**src/design/huff_pkg.sv**
```systemverilog
package huff_pkg;

  // Node identifier: bit 8 flags a sum node, bit 7 is set only in the null code
  localparam int node_id_w = 9;
  localparam int sum_flag_bit = 8;
  localparam logic [node_id_w-1:0] null_node = 9'h180; // No child
  localparam int node_idx_w = 7;                       // Sum node index and memory address
  localparam int depth_w = 4;                          // Subtree height field

  // Node word is {left id, right id, weight, depth}, depth in the low bits
  localparam int depth_lsb = 0;
  localparam int weight_lsb = depth_lsb + depth_w;

  // Fields above the weight move with the weight width
  function automatic int right_lsb(input int weight_w);
    return weight_lsb + weight_w;
  endfunction

  function automatic int left_lsb(input int weight_w);
    return right_lsb(weight_w) + node_id_w;
  endfunction

  function automatic int node_word_w(input int weight_w);
    return left_lsb(weight_w) + node_id_w; // Full word width
  endfunction

endpackage
```
**src/design/least_finder.sv**
```systemverilog
`timescale 1ns/10ps
module least_finder #(
  parameter int num_syms = 16,
  parameter int weight_w = 16
) (
  input  logic clk,
  input  logic rst_n,
  input  logic freq_load,
  input  logic [$clog2(num_syms)-1:0] freq_sym,
  input  logic [weight_w-1:0] freq_count,
  input  logic scan_go,
  input  logic merge_go,
  input  logic [huff_pkg::node_id_w-1:0] new_id,
  output logic scan_done,
  output logic [$clog2(num_syms+1)-1:0] live_count,
  output logic [huff_pkg::node_id_w-1:0] least1,
  output logic [huff_pkg::node_id_w-1:0] least2,
  output logic [weight_w-1:0] sum
);
  localparam int id_w = huff_pkg::node_id_w;
  localparam int slot_w = $clog2(num_syms);
  localparam int cnt_w = $clog2(num_syms + 1);

  logic [id_w-1:0]     slot_id [num_syms]; // Slot table
  logic [weight_w-1:0] slot_wt [num_syms];
  logic [num_syms-1:0] live;
  logic                stale;              // Table left over from the last run
  logic                scanning;
  logic [slot_w-1:0]   idx;                // Slot under test
  logic                b1_ok, b2_ok;       // Best two found so far
  logic [slot_w-1:0]   b1_slot, b2_slot;
  logic [id_w-1:0]     b1_id, b2_id;
  logic [weight_w-1:0] b1_wt, b2_wt;
  logic                take1, take2;
  logic [weight_w:0]   raw_sum;
  logic                ovf;

  // Strict compare keeps ties on the lower slot
  assign take1 = scanning && live[idx] && (!b1_ok || slot_wt[idx] < b1_wt);
  assign take2 = scanning && live[idx] && !take1 && (!b2_ok || slot_wt[idx] < b2_wt);

  always_ff @(posedge clk or negedge rst_n) begin
    if (!rst_n) begin
      live      <= '0;
      stale     <= 1'b0;
      scanning  <= 1'b0;
      idx       <= '0;
      scan_done <= 1'b0;
      b1_ok     <= 1'b0;
      b2_ok     <= 1'b0;
    end else begin
      scan_done <= 1'b0;
      if (freq_load) begin
        stale <= 1'b0;
        if (stale) begin
          live <= '0; // First load of a new file empties the table
        end
        if (freq_count != '0) begin
          live[freq_sym] <= 1'b1;
        end
      end
      if (merge_go && b2_ok) begin
        live[b2_slot] <= 1'b0; // Second child leaves the table
      end
      if (scan_go) begin
        scanning <= 1'b1;
        stale    <= 1'b1;
        idx      <= '0;
        b1_ok    <= 1'b0;
        b2_ok    <= 1'b0;
      end else if (scanning) begin
        if (take1) begin
          b1_ok <= 1'b1;
          b2_ok <= b1_ok; // Old best moves down
        end else if (take2) begin
          b2_ok <= 1'b1;
        end
        if (idx == slot_w'(num_syms - 1)) begin
          scanning  <= 1'b0;
          scan_done <= 1'b1; // num_syms + 1 cycles after scan_go
        end
        idx <= idx + 1'b1;
      end
    end
  end

  always_ff @(posedge clk) begin
    if (merge_go) begin
      slot_id[b1_slot] <= new_id; // First child slot now holds the new node
      slot_wt[b1_slot] <= sum;
    end else if (freq_load && freq_count != '0) begin
      slot_id[freq_sym] <= id_w'(freq_sym); // Leaf id is the symbol code
      slot_wt[freq_sym] <= freq_count;
    end
    if (take1) begin
      b2_slot <= b1_slot;
      b2_id   <= b1_id;
      b2_wt   <= b1_wt;
      b1_slot <= idx;
      b1_id   <= slot_id[idx];
      b1_wt   <= slot_wt[idx];
    end else if (take2) begin
      b2_slot <= idx;
      b2_id   <= slot_id[idx];
      b2_wt   <= slot_wt[idx];
    end
  end

  always_comb begin
    live_count = '0;
    for (int s = 0; s < num_syms; s++) begin
      live_count = live_count + cnt_w'(live[s]);
    end
  end

  assign least1  = b1_ok ? b1_id : huff_pkg::null_node;
  assign least2  = b2_ok ? b2_id : huff_pkg::null_node;
  assign raw_sum = {1'b0, b1_wt} + {1'b0, (b2_ok ? b2_wt : {weight_w{1'b0}})};
  assign ovf     = raw_sum[weight_w];
  assign sum     = ovf ? '1 : raw_sum[weight_w-1:0]; // Saturated sum marks overflow

  // A merge needs a finished scan of the current table
  a_merge_after_scan: assert property (
    @(posedge clk) disable iff (!rst_n) scan_go |-> !merge_go until scan_done)
    else $error("merge_go before scan_done");

endmodule

```
**config.mk**
```make
export PLATFORM = sky130hd
export DESIGN_NAME = least_finder
export DESIGN_NICKNAME = d
export VERILOG_FILES = /design/src/design/huff_pkg.sv /design/src/design/least_finder.sv
export SDC_FILE = /design/constraint.sdc
export NUM_CORES = 1
export LEC_CHECK = 0
export BUFFER_PORTS_ARGS = -buffer_cell sky130_fd_sc_hd__buf_4
export CORE_MARGIN = 8
export CORE_UTILIZATION = 35
export DETAILED_ROUTE_END_ITERATION = 7
export GPL_ROUTABILITY_DRIVEN = 0
export PLACE_DENSITY = 0.53
export SYNTH_ARGS = -nofsm -noshare
export SYNTH_HDL_FRONTEND = slang
export SYNTH_SLANG_ARGS = --single-unit
```
**constraint.sdc**
```tcl
create_clock -name clk -period 5.14 [get_ports clk]
set_clock_uncertainty 0.1 [all_clocks]
set_input_delay 0.771 -clock clk [delete_from_list [all_inputs] [get_ports clk]]
set_output_delay 0.771 -clock clk [all_outputs]
set_load 0.01 [all_outputs]
```
==> impl_metrics.prom, run 1 <==
# TYPE chip_impl_metric gauge
chip_impl_metric{name="ir_drop",unit="V"} 0.000222
chip_impl_metric{name="place.detailed.hpwl",unit="mm"} 33.2
chip_impl_metric{name="p_leak",unit="nW"} 8.32
chip_impl_metric{name="post-route-util",unit="%"} 41.0
chip_impl_metric{name="post_synth_inst_count",unit=""} 1180
chip_impl_metric{name="grt_max_degree",unit=""} 69
chip_impl_metric{name="initial_core_util",unit="%"} 35.2
chip_impl_metric{name="critPathRequiredTime",unit="ns"} 4.27
chip_impl_info{name="cts_root_buf",value="sky130_fd_sc_hd__clkbuf_16"} 1
chip_impl_metric{name="clk_pin_slew",unit="ns"} 0.06
chip_impl_info{name="crit_slowest_cell",value="sky130_fd_sc_hd__fa_1"} 1
chip_impl_metric{name="drt_first_iter_violations",unit=""} 777
chip_impl_metric{name="die_y",unit="um"} 261
chip_impl_metric{name="ys_warn_count",unit=""} 0
chip_impl_metric{name="setup_viol",unit=""} 0
chip_impl_metric{name="timing.max_slew.rel_slack",unit="%"} 25.7
chip_impl_info{name="timing_worst_setup_path_type",value="reg2out"} 1
chip_impl_metric{name="firstDrtPassIters",unit=""} 8
chip_impl_info{name="synth_ff_type",value="sky130_fd_sc_hd__edfxtp_1"} 1
chip_impl_metric{name="timing.final.hold_violations",unit=""} 0
chip_impl_metric{name="cts_buffers",unit=""} 49
chip_impl_metric{name="postRouteWirelength",unit="mm"} 53.0
chip_impl_metric{name="cts_repair_resize_count",unit=""} 0
chip_impl_metric{name="mappedNetlistArea",unit="um^2"} 21100
chip_impl_info{name="clock_tree_from_tritoncts",value="built"} 1
chip_impl_metric{name="setup_tns",unit="ns"} 0
chip_impl_metric{name="synth.yosys.seq_area_share",unit="%"} 68.3
chip_impl_metric{name="area_delta_synth_final",unit="%"} 16.5
chip_impl_metric{name="clock-sinks",unit=""} 483
chip_impl_metric{name="antenna_cells",unit=""} 0
chip_impl_metric{name="htreeDepth",unit=""} 2
chip_impl_metric{name="postSynthRegisterBits",unit=""} 483
chip_impl_metric{name="syn_avg_cell_area",unit="um^2"} 17.9
chip_impl_metric{name="post_cts_buffers",unit=""} 0
chip_impl_metric{name="portBuffers",unit=""} 73
chip_impl_info{name="worst_path_most_repeated_cell",value="sky130_fd_sc_hd__fa_1"} 1
chip_impl_metric{name="postPlaceCellArea",unit="um^2"} 23100
chip_impl_metric{name="gr_util_all_layers",unit="%"} 15.6
chip_impl_metric{name="final_period_minus_worst_setup_slack",unit="ns"} 4.89
chip_impl_info{name="worst_hold_path_type",value="in2reg"} 1
chip_impl_metric{name="grt_first_pass_wirelength",unit="mm"} 78.3
chip_impl_metric{name="synth_nets",unit=""} 1277
chip_impl_metric{name="clock_latency",unit="ns"} 0.58
chip_impl_metric{name="power_density",unit="nW/um^2"} 413
chip_impl_metric{name="crit_fanout",unit=""} 3
chip_impl_metric{name="top_level_i_o_count",unit=""} 74
chip_impl_metric{name="fmax",unit="GHz"} 0.205
chip_impl_metric{name="max_slew.worst_pin.slew",unit="ns"} 1.11
chip_impl_metric{name="core_area",unit="um^2"} 59900
chip_impl_metric{name="yosys_cell_types",unit=""} 60
chip_impl_metric{name="core.rowCount",unit=""} 90
chip_impl_metric{name="vias",unit=""} 11200
chip_impl_info{name="timing.critical_path.to_type",value="output port"} 1
chip_impl_metric{name="postLayoutCellArea",unit="um^2"} 24600
chip_impl_metric{name="critical_path.max_stage_delay",unit="ns"} 0.60
chip_impl_metric{name="vias_in_the_first_global_route",unit=""} 11700
chip_impl_metric{name="antenna_found_initial",unit=""} 2
chip_impl_metric{name="maxSlewViolCount",unit=""} 0
chip_impl_metric{name="design_power_total",unit="mW"} 10.1
chip_impl_metric{name="remaining_routing_drc_violations",unit=""} 0
chip_impl_metric{name="synth_edf_count",unit=""} 458
chip_impl_metric{name="synthArstFlopShare",unit="%"} 5.18
chip_impl_metric{name="ctsLongestPathBuffers",unit=""} 3
chip_impl_metric{name="worst_ep_arrival_time",unit="ns"} 4.02
chip_impl_metric{name="post_drt_via_cell_ratio",unit=""} 5.29
chip_impl_metric{name="fp.dieArea",unit="um^2"} 68300
chip_impl_metric{name="final_min_period_over_clock_period",unit="%"} 95.1
chip_impl_metric{name="die_w",unit="um"} 261
chip_impl_metric{name="layout_cells_sized_above_1",unit="%"} 26.5
chip_impl_info{name="status",value="completed"} 1
chip_impl_metric{name="max_cap_viol_count",unit=""} 0
chip_impl_metric{name="routed_wire_length_per_instance",unit="um"} 24.9
chip_impl_metric{name="globalRoute.totalOverflow",unit=""} 0
chip_impl_info{name="grt_setup_unrepaired",value="false"} 1
chip_impl_info{name="startpoint_type",value="flip-flop"} 1
chip_impl_metric{name="ant_nets",unit=""} 0
chip_impl_metric{name="nNetsFinal",unit=""} 1407
chip_impl_info{name="crit_path_cell_trace",value="fa_1, inv_1, fa_1, fa_1, fa_1, inv_1, ha_1, a21o_1, a21oi_1, xnor2_1, buf_4"} 1
kinds of logic (layout without fill, tap and decap cells):
kind of cell / after synthesis / count (layout) / synth area share, %
compound gates: 136 / 136 / 4.32
xor+xnor: 17 / 17 / 0.707
mux: 170 / 170 / 15.5
fa+ha+maj: 63 / 63 / 4.13
simple gates: 199 / 199 / 4.66
buf+inv: 112 / 278 / 2.47
flops: 483 / 483 / 68.3
registers in the layout (all words and copies together) (netlist names), 9 cells and up:
name and flops:
slot_wt 256, b1_id 9, live 16, b2_id 9
slot_id 144, b2_wt 16, b1_wt 16
cell type report:
class                   instances  area (um^2)
repair buffers                130         1190
inverters                      61          229
multi-input cells             585         6300
fillers                      5355        35400
clock buffers                  65         1320
well taps                     782          978
flip-flops and latches        483        14400
clock inverters                22          149
final timing paths:
check | from | cells past startpoint | slack [ns] | endpoint
min | scan_go | 2 | 0.32 | b1_ok$_DFFE_PN0P_
max reg2reg | idx[0]$_DFFE_PN0P_ | 11 | 0.75 | b2_wt[8]$_DFFE_PP_
max in group asynchronous | rst_n | 2 | 4.09 | idx[0]$_DFFE_PN0P_
max | live[0]$_DFF_PN0_ | 11 | 0.25 | live_count[3]
min in group asynchronous | rst_n | 2 | 0.54 | live[2]$_DFF_PN0_
min reg2reg | stale$_DFFE_PN0P_ | 1 | 0.37 | stale$_DFFE_PN0P_
Yosys cell counts (all sizes together) (15+ instances only):
| master | n | share of area, % |
|---|---|---|
| inv | 61 | 1.1 |
| edfxtp | 458 | 65 |
| mux2 | 33 | 1.8 |
| a21oi | 40 | 0.95 |
| a22oi | 16 | 0.57 |
| dfrtp | 25 | 3.0 |
| buf | 25 | 0.92 |
| mux4 | 121 | 13 |
| nand2b | 15 | 0.45 |
| nand2 | 50 | 0.89 |
| and2 | 36 | 1.1 |
| mux2i | 16 | 0.76 |
| a31oi | 21 | 0.65 |
| clkbuf | 26 | 0.46 |
| nor2 | 55 | 0.98 |
| o21ai | 18 | 0.43 |
| ha | 52 | 3.1 |
what timing repair did:
item / in CTS / in global routing
endpoints found under the setup margin: 0 / 0
hold endpoints to repair: 25 / 0
hold buffers: 1 / 0
per-stage QoR:
step,cells,hold slack (ns),setup slack [ns]
after floorplan,1180,0.323,0.778
after global placement,2039,0.359,0.769
after detailed placement,2039,0.366,0.671
after CTS,2127,0.287,0.168
after global routing,2128,0.325,0.0544
final,2128,0.323,0.251
cells in the final DEF, fill, tap and decap left out, types with 4 or more instances in the layout:
cell                        synthesis  routed
sky130_fd_sc_hd__buf_4              3     112
sky130_fd_sc_hd__clkbuf_16          0      49
sky130_fd_sc_hd__clkinv_1           0      14
sky130_fd_sc_hd__nor2_4             0      16
sky130_fd_sc_hd__nand2_1           50      50
sky130_fd_sc_hd__a32oi_1            5       5
sky130_fd_sc_hd__a21o_1             8       8
sky130_fd_sc_hd__mux4_2           121     121
sky130_fd_sc_hd__nor2b_1           10      10
sky130_fd_sc_hd__buf_12             3      17
sky130_fd_sc_hd__and2_1            36      36
sky130_fd_sc_hd__xor2_1            10      10
sky130_fd_sc_hd__nor4_1             6       6
sky130_fd_sc_hd__ha_1              52      52
sky130_fd_sc_hd__o21ai_1            4       4
sky130_fd_sc_hd__mux2_2            21      21
sky130_fd_sc_hd__nor3_1             8       8
sky130_fd_sc_hd__edfxtp_1         458     458
sky130_fd_sc_hd__nand2b_1          15      14
sky130_fd_sc_hd__a22oi_1           16      16
sky130_fd_sc_hd__xnor2_1            7       7
sky130_fd_sc_hd__nand4_1            5       5
sky130_fd_sc_hd__a31oi_1           20      20
sky130_fd_sc_hd__nor2_1            55      39
sky130_fd_sc_hd__clkinv_2           0       4
sky130_fd_sc_hd__nand3_1            5       5
sky130_fd_sc_hd__clkbuf_1          26      13
sky130_fd_sc_hd__a211oi_1           5       5
sky130_fd_sc_hd__dfrtp_1           25      21
sky130_fd_sc_hd__mux2i_1           16      16
sky130_fd_sc_hd__inv_1             61      61
sky130_fd_sc_hd__mux2_1            12      12
sky130_fd_sc_hd__a21oi_1           40      40
sky130_fd_sc_hd__o21ai_0           14      14
sky130_fd_sc_hd__fa_1              11      11
power by group:
| group | leakage, nW | switching [mW] | internal [mW] |
|---|---|---|---|
| Clock | 0.711 | 1.43 | 1.89 |
| Sequential | 4.49 | 0.105 | 4.81 |
| Combinational | 3.13 | 1.15 | 0.757 |
| Total | 8.32 | 2.68 | 7.45 |
critical path, delay by kind of cell, from the launching register on:
kind	cells	cell delay, ns
fa+ha+maj	5	2.32
flops	1	0.41
compound gates	2	0.33
buf+inv	3	0.25
xor+xnor	1	0.13
metal layers:
layer  global-route usage [%]  vias up  wire length, um
met5                        0        -                0
met4                     4.64        0             1220
met3                     1.99       74             2220
met2                     26.8      284            26700
met1                     20.7     5933            22900
li1                         -     4958                -
Note: power is estimated with default switching activity, not from simulation.
==> run 2: changes to the inputs <==
PLACE_DENSITY = 0.56   (was 0.53)
==> run 2 against run 1 <==
Cell area is 0.55% higher; combinational power is essentially flat; global-route usage decreased by 0.45 points; non-clock buffer count decreased by 1; maximum frequency fell by 0.92%; die area is the same; sequential power is essentially flat; wire length is 3.0% lower; clock power is 4% higher; via count about the same; hold slack gained 0.010 ns; cell count about the same; critical endpoint is now live_count[4].
==> impl_metrics.prom, run 2 (synthesized netlist as in run 1, its figures left out) <==
# TYPE chip_impl_metric gauge
chip_impl_info{name="crit_slowest_cell",value="sky130_fd_sc_hd__fa_1"} 1
chip_impl_metric{name="portBuffers",unit=""} 73
chip_impl_metric{name="cts_buffers",unit=""} 49
chip_impl_metric{name="worst-r2r-setup-slack",unit="ns"} 0.77
chip_impl_metric{name="timing.final.ws_setup",unit="ns"} 0.205
chip_impl_info{name="min_from",value="scan_go"} 1
chip_impl_metric{name="final_period_minus_worst_setup_slack",unit="ns"} 4.93
chip_impl_info{name="critical_path.startpoint",value="live[0]$_DFF_PN0_"} 1
chip_impl_info{name="crit_path_cell_trace",value="fa_1, inv_1, fa_1, fa_1, fa_1, inv_1, ha_1, inv_1, fa_1, nor2b_1, o21a_1, buf_4"} 1
chip_impl_metric{name="max_cap_viol_count",unit=""} 0
chip_impl_metric{name="initial_core_util",unit="%"} 35.2
chip_impl_metric{name="largest_reg_flops",unit=""} 256
chip_impl_metric{name="hold_ws",unit="ns"} 0.333
chip_impl_metric{name="crit_fanout",unit=""} 3
chip_impl_info{name="status",value="completed"} 1
chip_impl_info{name="layout.cells.most_common",value="sky130_fd_sc_hd__edfxtp_1"} 1
chip_impl_info{name="mostFrequentLayoutCells",value="458 x sky130_fd_sc_hd__edfxtp_1, 121 x sky130_fd_sc_hd__mux4_2, 108 x sky130_fd_sc_hd__buf_4"} 1
chip_impl_metric{name="routed_wire_length_per_instance",unit="um"} 24.2
chip_impl_metric{name="clock_latency",unit="ns"} 0.58
chip_impl_metric{name="power_density",unit="nW/um^2"} 416
chip_impl_metric{name="fmax",unit="GHz"} 0.203
chip_impl_info{name="startpoint_type",value="flip-flop"} 1
chip_impl_metric{name="htreeDepth",unit=""} 2
chip_impl_metric{name="timing.max_slew.rel_slack",unit="%"} 13.8
chip_impl_metric{name="post_cts_buffers",unit=""} 0
chip_impl_metric{name="drt_first_iter_violations",unit=""} 823
chip_impl_metric{name="postRouteWirelength",unit="mm"} 51.5
chip_impl_info{name="worst_hold_path_type",value="in2reg"} 1
chip_impl_metric{name="top_level_i_o_count",unit=""} 74
chip_impl_metric{name="antenna_found_initial",unit=""} 0
chip_impl_metric{name="p_leak",unit="nW"} 8.36
chip_impl_metric{name="nNetsFinal",unit=""} 1407
chip_impl_metric{name="vias",unit=""} 11200
chip_impl_metric{name="setup_viol",unit=""} 0
chip_impl_metric{name="die_y",unit="um"} 261
chip_impl_metric{name="ir_drop",unit="V"} 0.000227
chip_impl_metric{name="core.rowCount",unit=""} 90
chip_impl_metric{name="area_delta_synth_final",unit="%"} 17.2
chip_impl_metric{name="firstDrtPassIters",unit=""} 5
chip_impl_metric{name="clock-sinks",unit=""} 483
chip_impl_info{name="timing.critical_path.to_type",value="output port"} 1
chip_impl_info{name="worst_path_most_repeated_cell",value="sky130_fd_sc_hd__fa_1"} 1
chip_impl_metric{name="antenna_cells",unit=""} 0
chip_impl_metric{name="globalRoute.totalOverflow",unit=""} 0
chip_impl_info{name="timing.rr.end",value="slot_wt[12][8]$_DFFE_PP_"} 1
chip_impl_metric{name="max_slew.worst_pin.slew",unit="ns"} 1.28
chip_impl_metric{name="worst_ep_arrival_time",unit="ns"} 4.06
chip_impl_metric{name="maxSlewViolCount",unit=""} 0
chip_impl_metric{name="ctsLongestPathBuffers",unit=""} 3
chip_impl_metric{name="gr_util_all_layers",unit="%"} 15.2
chip_impl_info{name="cts_root_buf",value="sky130_fd_sc_hd__clkbuf_16"} 1
chip_impl_metric{name="post_drt_via_cell_ratio",unit=""} 5.29
chip_impl_metric{name="r2r_cells",unit=""} 10
chip_impl_metric{name="layout_cells_sized_above_1",unit="%"} 26.9
chip_impl_metric{name="setup_tns",unit="ns"} 0
chip_impl_info{name="clock_tree_from_tritoncts",value="built"} 1
chip_impl_metric{name="grt_max_degree",unit=""} 38
chip_impl_metric{name="remaining_routing_drc_violations",unit=""} 0
chip_impl_metric{name="pre_cts_ws",unit="ns"} 0.770
chip_impl_metric{name="final_min_period_over_clock_period",unit="%"} 96.0
chip_impl_metric{name="vias_in_the_first_global_route",unit=""} 11700
chip_impl_metric{name="die_w",unit="um"} 261
chip_impl_metric{name="timing.final.hold_violations",unit=""} 0
chip_impl_metric{name="fp.dieArea",unit="um^2"} 68300
chip_impl_info{name="largest_registers",value="slot_wt x256, slot_id x144"} 1
chip_impl_metric{name="place.detailed.hpwl",unit="mm"} 31.3
chip_impl_metric{name="n_fill_cell",unit=""} 5309
chip_impl_metric{name="critical_path.max_stage_delay",unit="ns"} 0.54
chip_impl_metric{name="critPathRequiredTime",unit="ns"} 4.27
chip_impl_info{name="grt_setup_unrepaired",value="false"} 1
chip_impl_info{name="largest_register",value="slot_wt"} 1
chip_impl_metric{name="hold_depth",unit=""} 2
chip_impl_metric{name="ant_nets",unit=""} 0
chip_impl_metric{name="core_area",unit="um^2"} 59900
chip_impl_info{name="timing_worst_setup_path_type",value="reg2out"} 1
chip_impl_info{name="crit-reg2reg-launch",value="b2_ok$_DFFE_PN0P_"} 1
chip_impl_metric{name="grt_first_pass_wirelength",unit="mm"} 77.0
chip_impl_info{name="endpoint",value="live_count[4]"} 1
chip_impl_metric{name="clk_pin_slew",unit="ns"} 0.06
-- run 2: cell count changes in the layout (fill, tap and decap cells not counted), moves of 2 or more --
cell	before	now
sky130_fd_sc_hd__buf_12	17	20
sky130_fd_sc_hd__clkbuf_1	13	9
sky130_fd_sc_hd__clkinv_1	14	11
sky130_fd_sc_hd__clkinvlp_4	1	4
sky130_fd_sc_hd__bufinv_16	2	4
sky130_fd_sc_hd__clkbuf_16	49	51
sky130_fd_sc_hd__buf_4	112	108
sky130_fd_sc_hd__clkbuf_8	3	0
-- run 2: layout make-up --
type                    instances  area (um^2)  share of cell area, %
flip-flops and latches        483        14400                   58.3
well taps                     782          978                   3.96
multi-input cells             586         6320                   25.6
clock inverters                26          234                  0.948
clock buffers                  60         1310                   5.31
repair buffers                129         1220                   4.95
inverters                      61          229                  0.928
-- run 2: what timing repair did --
item	CTS	global route
setup endpoints to repair	0	9
endpoints found under the hold margin	25	0
hold buffers	1	0
resized for setup	0	1
-- run 2: critical path: cells and delay by family, from the launching register on --
| family | cells | cell delay [ns] |
|---|---|---|
| flops | 1 | 0.41 |
| simple gates | 1 | 0.13 |
| buf+inv | 4 | 0.29 |
| fa+ha+maj | 6 | 2.52 |
| compound gates | 1 | 0.12 |
-- run 2: where the power goes --
part           internal, mW  switching (mW)
combinational         0.752            1.13
sequential             4.81           0.115
clock                  2.00            1.45
total                  7.56            2.70
-- run 2: stage by stage --
stage	cell area, um^2	power (mW)	cells	util, %
2_1_floorplan	21100	6.08	1180	-
3_3_place_gp	23100	6.86	2039	38.6
3_5_place_dp	23100	6.90	2039	38.6
4_1_cts	24700	10.4	2126	41.2
5_1_grt	24700	10.7	2127	41.2
6_report	24700	10.3	2127	41.2
-- run 2: how the worst min path moves through the flow --
| stage | end | slack [ns] |
|---|---|---|
| finish | b1_ok$_DFFE_PN0P_ | 0.33 |
| global route | idx[3]$_DFFE_PN0P_ | 0.32 |
| CTS | b1_ok$_DFFE_PN0P_ | 0.29 |
| detailed placement | stale$_DFFE_PN0P_ | 0.38 |
| global placement | stale$_DFFE_PN0P_ | 0.36 |
| floorplan | b1_slot[3]$_DFFE_PP_ | 0.32 |
-- run 2: per-layer routing --
| layer | routed length (um) | up-vias | track usage [%] |
|---|---|---|---|
| li1 | - | 4974 | - |
| met1 | 22300 | 5967 | 20.1 |
| met2 | 25900 | 230 | 26.0 |
| met3 | 2150 | 73 | 2.18 |
| met4 | 1100 | 0 | 4.22 |
| met5 | 0 | - | 0 |
==> run 3: changes to the inputs <==
GPL_TIMING_DRIVEN = 0   (was default)
MAX_ROUTING_LAYER = met4   (was default)
RECOVER_POWER = 100   (was default)
==> run 3 against run 2 <==
Hold slack improved by 0.051 ns; worst setup slack worse by 0.11 ns; sequential power about the same; non-clock buffer count is 12 higher; first-iteration DRC count grew 3.8%; clock-buffer cell count is the same; highest routed layer unchanged; cell area rose by 0.74%; core utilization rose by 0.31 points; global-route usage increased by 1.3 points; largest power group unchanged; critical path depth is 1 higher.
==> impl_metrics.prom, run 3 (synthesized netlist as in run 1, its figures left out) <==
# TYPE chip_impl_metric gauge
chip_impl_metric{name="max_cap_viol_count",unit=""} 0
chip_impl_metric{name="p_seq_share",unit="%"} 46.7
chip_impl_metric{name="core_area",unit="um^2"} 59900
chip_impl_metric{name="post-route-util",unit="%"} 41.5
chip_impl_metric{name="layout_cells_sized_above_1",unit="%"} 26.6
chip_impl_metric{name="worst-r2r-setup-slack",unit="ns"} 0.1
chip_impl_metric{name="pre_cts_ws",unit="ns"} -0.493
chip_impl_metric{name="die_w",unit="um"} 261
chip_impl_info{name="cts_root_buf",value="sky130_fd_sc_hd__clkbuf_16"} 1
chip_impl_info{name="layout.cells.most_common",value="sky130_fd_sc_hd__edfxtp_1"} 1
chip_impl_metric{name="routed_wire_length_per_instance",unit="um"} 25.3
chip_impl_metric{name="timing.max_slew.rel_slack",unit="%"} 4.82
chip_impl_metric{name="gr_util_all_layers",unit="%"} 16.5
chip_impl_metric{name="max_slew.worst_pin.slew",unit="ns"} 1.43
chip_impl_metric{name="vias",unit=""} 11400
chip_impl_metric{name="clock-sinks",unit=""} 483
chip_impl_info{name="largest_registers",value="slot_wt x256, slot_id x144"} 1
chip_impl_info{name="mostFrequentLayoutCells",value="458 x sky130_fd_sc_hd__edfxtp_1, 121 x sky130_fd_sc_hd__mux4_2, 73 x sky130_fd_sc_hd__buf_4"} 1
chip_impl_metric{name="postPlaceCellArea",unit="um^2"} 23100
chip_impl_metric{name="portBuffers",unit=""} 70
chip_impl_metric{name="ctsLongestPathBuffers",unit=""} 3
chip_impl_metric{name="multiInputGateArea",unit="um^2"} 6360
chip_impl_metric{name="vias_in_the_first_global_route",unit=""} 11700
chip_impl_metric{name="ir_drop",unit="V"} 0.000212
chip_impl_metric{name="share_comb_of_total_power",unit="%"} 18.5
chip_impl_metric{name="area.sequential",unit="um^2"} 14400
chip_impl_metric{name="n_fill_cell",unit=""} 5350
chip_impl_metric{name="grt_first_pass_wirelength",unit="mm"} 79.2
chip_impl_metric{name="place.detailed.hpwl",unit="mm"} 37.4
chip_impl_info{name="largest_register",value="slot_wt"} 1
chip_impl_metric{name="largest_reg_flops",unit=""} 256
chip_impl_metric{name="p_sw",unit="mW"} 2.80
chip_impl_metric{name="worst_ep_arrival_time",unit="ns"} 5.26
chip_impl_info{name="clock_tree_from_tritoncts",value="built"} 1
chip_impl_metric{name="setup_viol",unit=""} 0
chip_impl_metric{name="cts_buffers",unit=""} 49
chip_impl_metric{name="fmax",unit="GHz"} 0.198
chip_impl_metric{name="ant_nets",unit=""} 0
chip_impl_metric{name="htreeDepth",unit=""} 2
chip_impl_metric{name="postRouteWirelength",unit="mm"} 54.2
chip_impl_metric{name="maxSlewViolCount",unit=""} 0
chip_impl_info{name="startpoint_type",value="flip-flop"} 1
chip_impl_info{name="worst_hold_path_type",value="reg2reg"} 1
chip_impl_metric{name="power_density",unit="nW/um^2"} 422
chip_impl_metric{name="critPathRequiredTime",unit="ns"} 5.35
chip_impl_metric{name="firstDrtPassIters",unit=""} 5
chip_impl_metric{name="die_y",unit="um"} 261
chip_impl_metric{name="postLayoutCellArea",unit="um^2"} 24900
chip_impl_metric{name="final_min_period_over_clock_period",unit="%"} 98.1
chip_impl_metric{name="crit_fanout",unit=""} 38
chip_impl_metric{name="power_frac_clock",unit="%"} 34.8
chip_impl_info{name="timing_worst_setup_path_type",value="reg2reg"} 1
chip_impl_metric{name="drt_first_iter_violations",unit=""} 854
chip_impl_info{name="grt_setup_unrepaired",value="true"} 1
chip_impl_metric{name="timing.final.ws_setup",unit="ns"} 0.0968
chip_impl_metric{name="p_leak",unit="nW"} 8.43
chip_impl_metric{name="globalRoute.totalOverflow",unit=""} 0
chip_impl_metric{name="post_drt_via_cell_ratio",unit=""} 5.31
chip_impl_metric{name="net_switching_share_of_the_total_power",unit="%"} 26.7
chip_impl_metric{name="grt_max_degree",unit=""} 39
chip_impl_metric{name="area_delta_synth_final",unit="%"} 18.0
chip_impl_info{name="timing.critical_path.to_type",value="flip-flop"} 1
chip_impl_metric{name="intPower",unit="mW"} 7.68
chip_impl_metric{name="clock_latency",unit="ns"} 0.59
chip_impl_metric{name="core.rowCount",unit=""} 90
chip_impl_metric{name="clk_pin_slew",unit="ns"} 0.07
chip_impl_metric{name="fp.dieArea",unit="um^2"} 68300
chip_impl_metric{name="remaining_routing_drc_violations",unit=""} 0
chip_impl_metric{name="nNetsFinal",unit=""} 1418
chip_impl_metric{name="final_period_minus_worst_setup_slack",unit="ns"} 5.04
chip_impl_metric{name="initial_core_util",unit="%"} 35.2
chip_impl_info{name="status",value="completed"} 1
chip_impl_metric{name="antenna_found_initial",unit=""} 6
chip_impl_metric{name="top_level_i_o_count",unit=""} 74
chip_impl_metric{name="timing.final.hold_violations",unit=""} 0
-- run 3: changes by cell type in the layout (fill, tap and decap cells not counted), sizes merged --
cell / previous run / this run
diode: 0 / 4
clkinv: 17 / 21
clkbuf: 60 / 89
a221oi: 2 / 1
clkinvlp: 4 / 0
buf: 128 / 111
bufinv: 4 / 7
-- run 3: timing repair --
action	in CTS	in global routing
buffers inserted	1	0
hold buffers	1	0
resized for setup	10	16
hold endpoints to repair	25	0
endpoints found under the setup margin	169	14
pin swaps	1	1
-- run 3: per-stage QoR --
step / setup TNS, ns / power, mW / hold slack, ns / cells
after floorplan: 0 / 6.08 / 0.323 / 1180
after global placement: -625.71 / 6.83 / 0.337 / 2032
after detailed placement: -80.65 / 6.93 / 0.340 / 2049
after CTS: 0 / 10.6 / 0.373 / 2140
after global routing: -0.0324 / 10.9 / 0.377 / 2145
final: 0 / 10.5 / 0.384 / 2145
-- run 3: final timing paths --
kind / to / from / depth (start not counted)
hold reg to reg: b1_slot[3]$_DFFE_PP_ / idx[3]$_DFFE_PN0P_ / 0
min in group asynchronous: live[10]$_DFF_PN0_ / rst_n / 2
hold / removal: b1_slot[3]$_DFFE_PP_ / idx[3]$_DFFE_PN0P_ / 0
setup reg to reg: b2_id[7]$_DFFE_PP_ / idx[1]$_DFFE_PN0P_ / 13
setup / recovery: b2_id[7]$_DFFE_PP_ / idx[1]$_DFFE_PN0P_ / 13
max in group asynchronous: stale$_DFFE_PN0P_ / rst_n / 2
-- run 3: worst max-delay path: stages (launching register included) --
cell and delay (ns):
sky130_fd_sc_hd__dfrtp_1 0.37, sky130_fd_sc_hd__buf_2 0.25, sky130_fd_sc_hd__buf_6 0.20, sky130_fd_sc_hd__clkbuf_1 0.68, sky130_fd_sc_hd__mux4_2 0.43, sky130_fd_sc_hd__mux4_2 0.59, sky130_fd_sc_hd__ha_1 0.33, sky130_fd_sc_hd__a21oi_1 0.19
sky130_fd_sc_hd__nor2b_1 0.15, sky130_fd_sc_hd__a221o_1 0.19, sky130_fd_sc_hd__nand2_1 0.08, sky130_fd_sc_hd__a211oi_2 0.39, sky130_fd_sc_hd__buf_12 0.34, sky130_fd_sc_hd__mux2_2 0.46
-- run 3: layout make-up --
class / instances / share of cell area [%]
well taps: 782 / 3.93
clock buffers: 60 / 5.18
clock inverters: 29 / 1.34
repair buffers: 90 / 3.88
flip-flops and latches: 483 / 57.8
diodes: 4 / 0.0402
multi-input cells: 585 / 25.6
plain buffers: 51 / 1.30
inverters: 61 / 0.921
-- run 3: layer usage --
layer | routed length (um) | global-route usage, %
met5 | 0 | -
met4 | 1110 | 5.25
met3 | 3040 | 2.91
met2 | 27700 | 27.2
met1 | 22400 | 20.5
-- run 3: power groups by stage --
| stage | clock (mW) | sequential [mW] | combinational, mW |
|---|---|---|---|
| after floorplan | 0 | 4.95 | 1.14 |
| after global placement | 0 | 4.99 | 1.84 |
| after detailed placement | 0 | 4.98 | 1.94 |
| after CTS | 3.71 | 4.90 | 1.96 |
| after global routing | 3.86 | 4.92 | 2.12 |
| final | 3.65 | 4.90 | 1.94 |
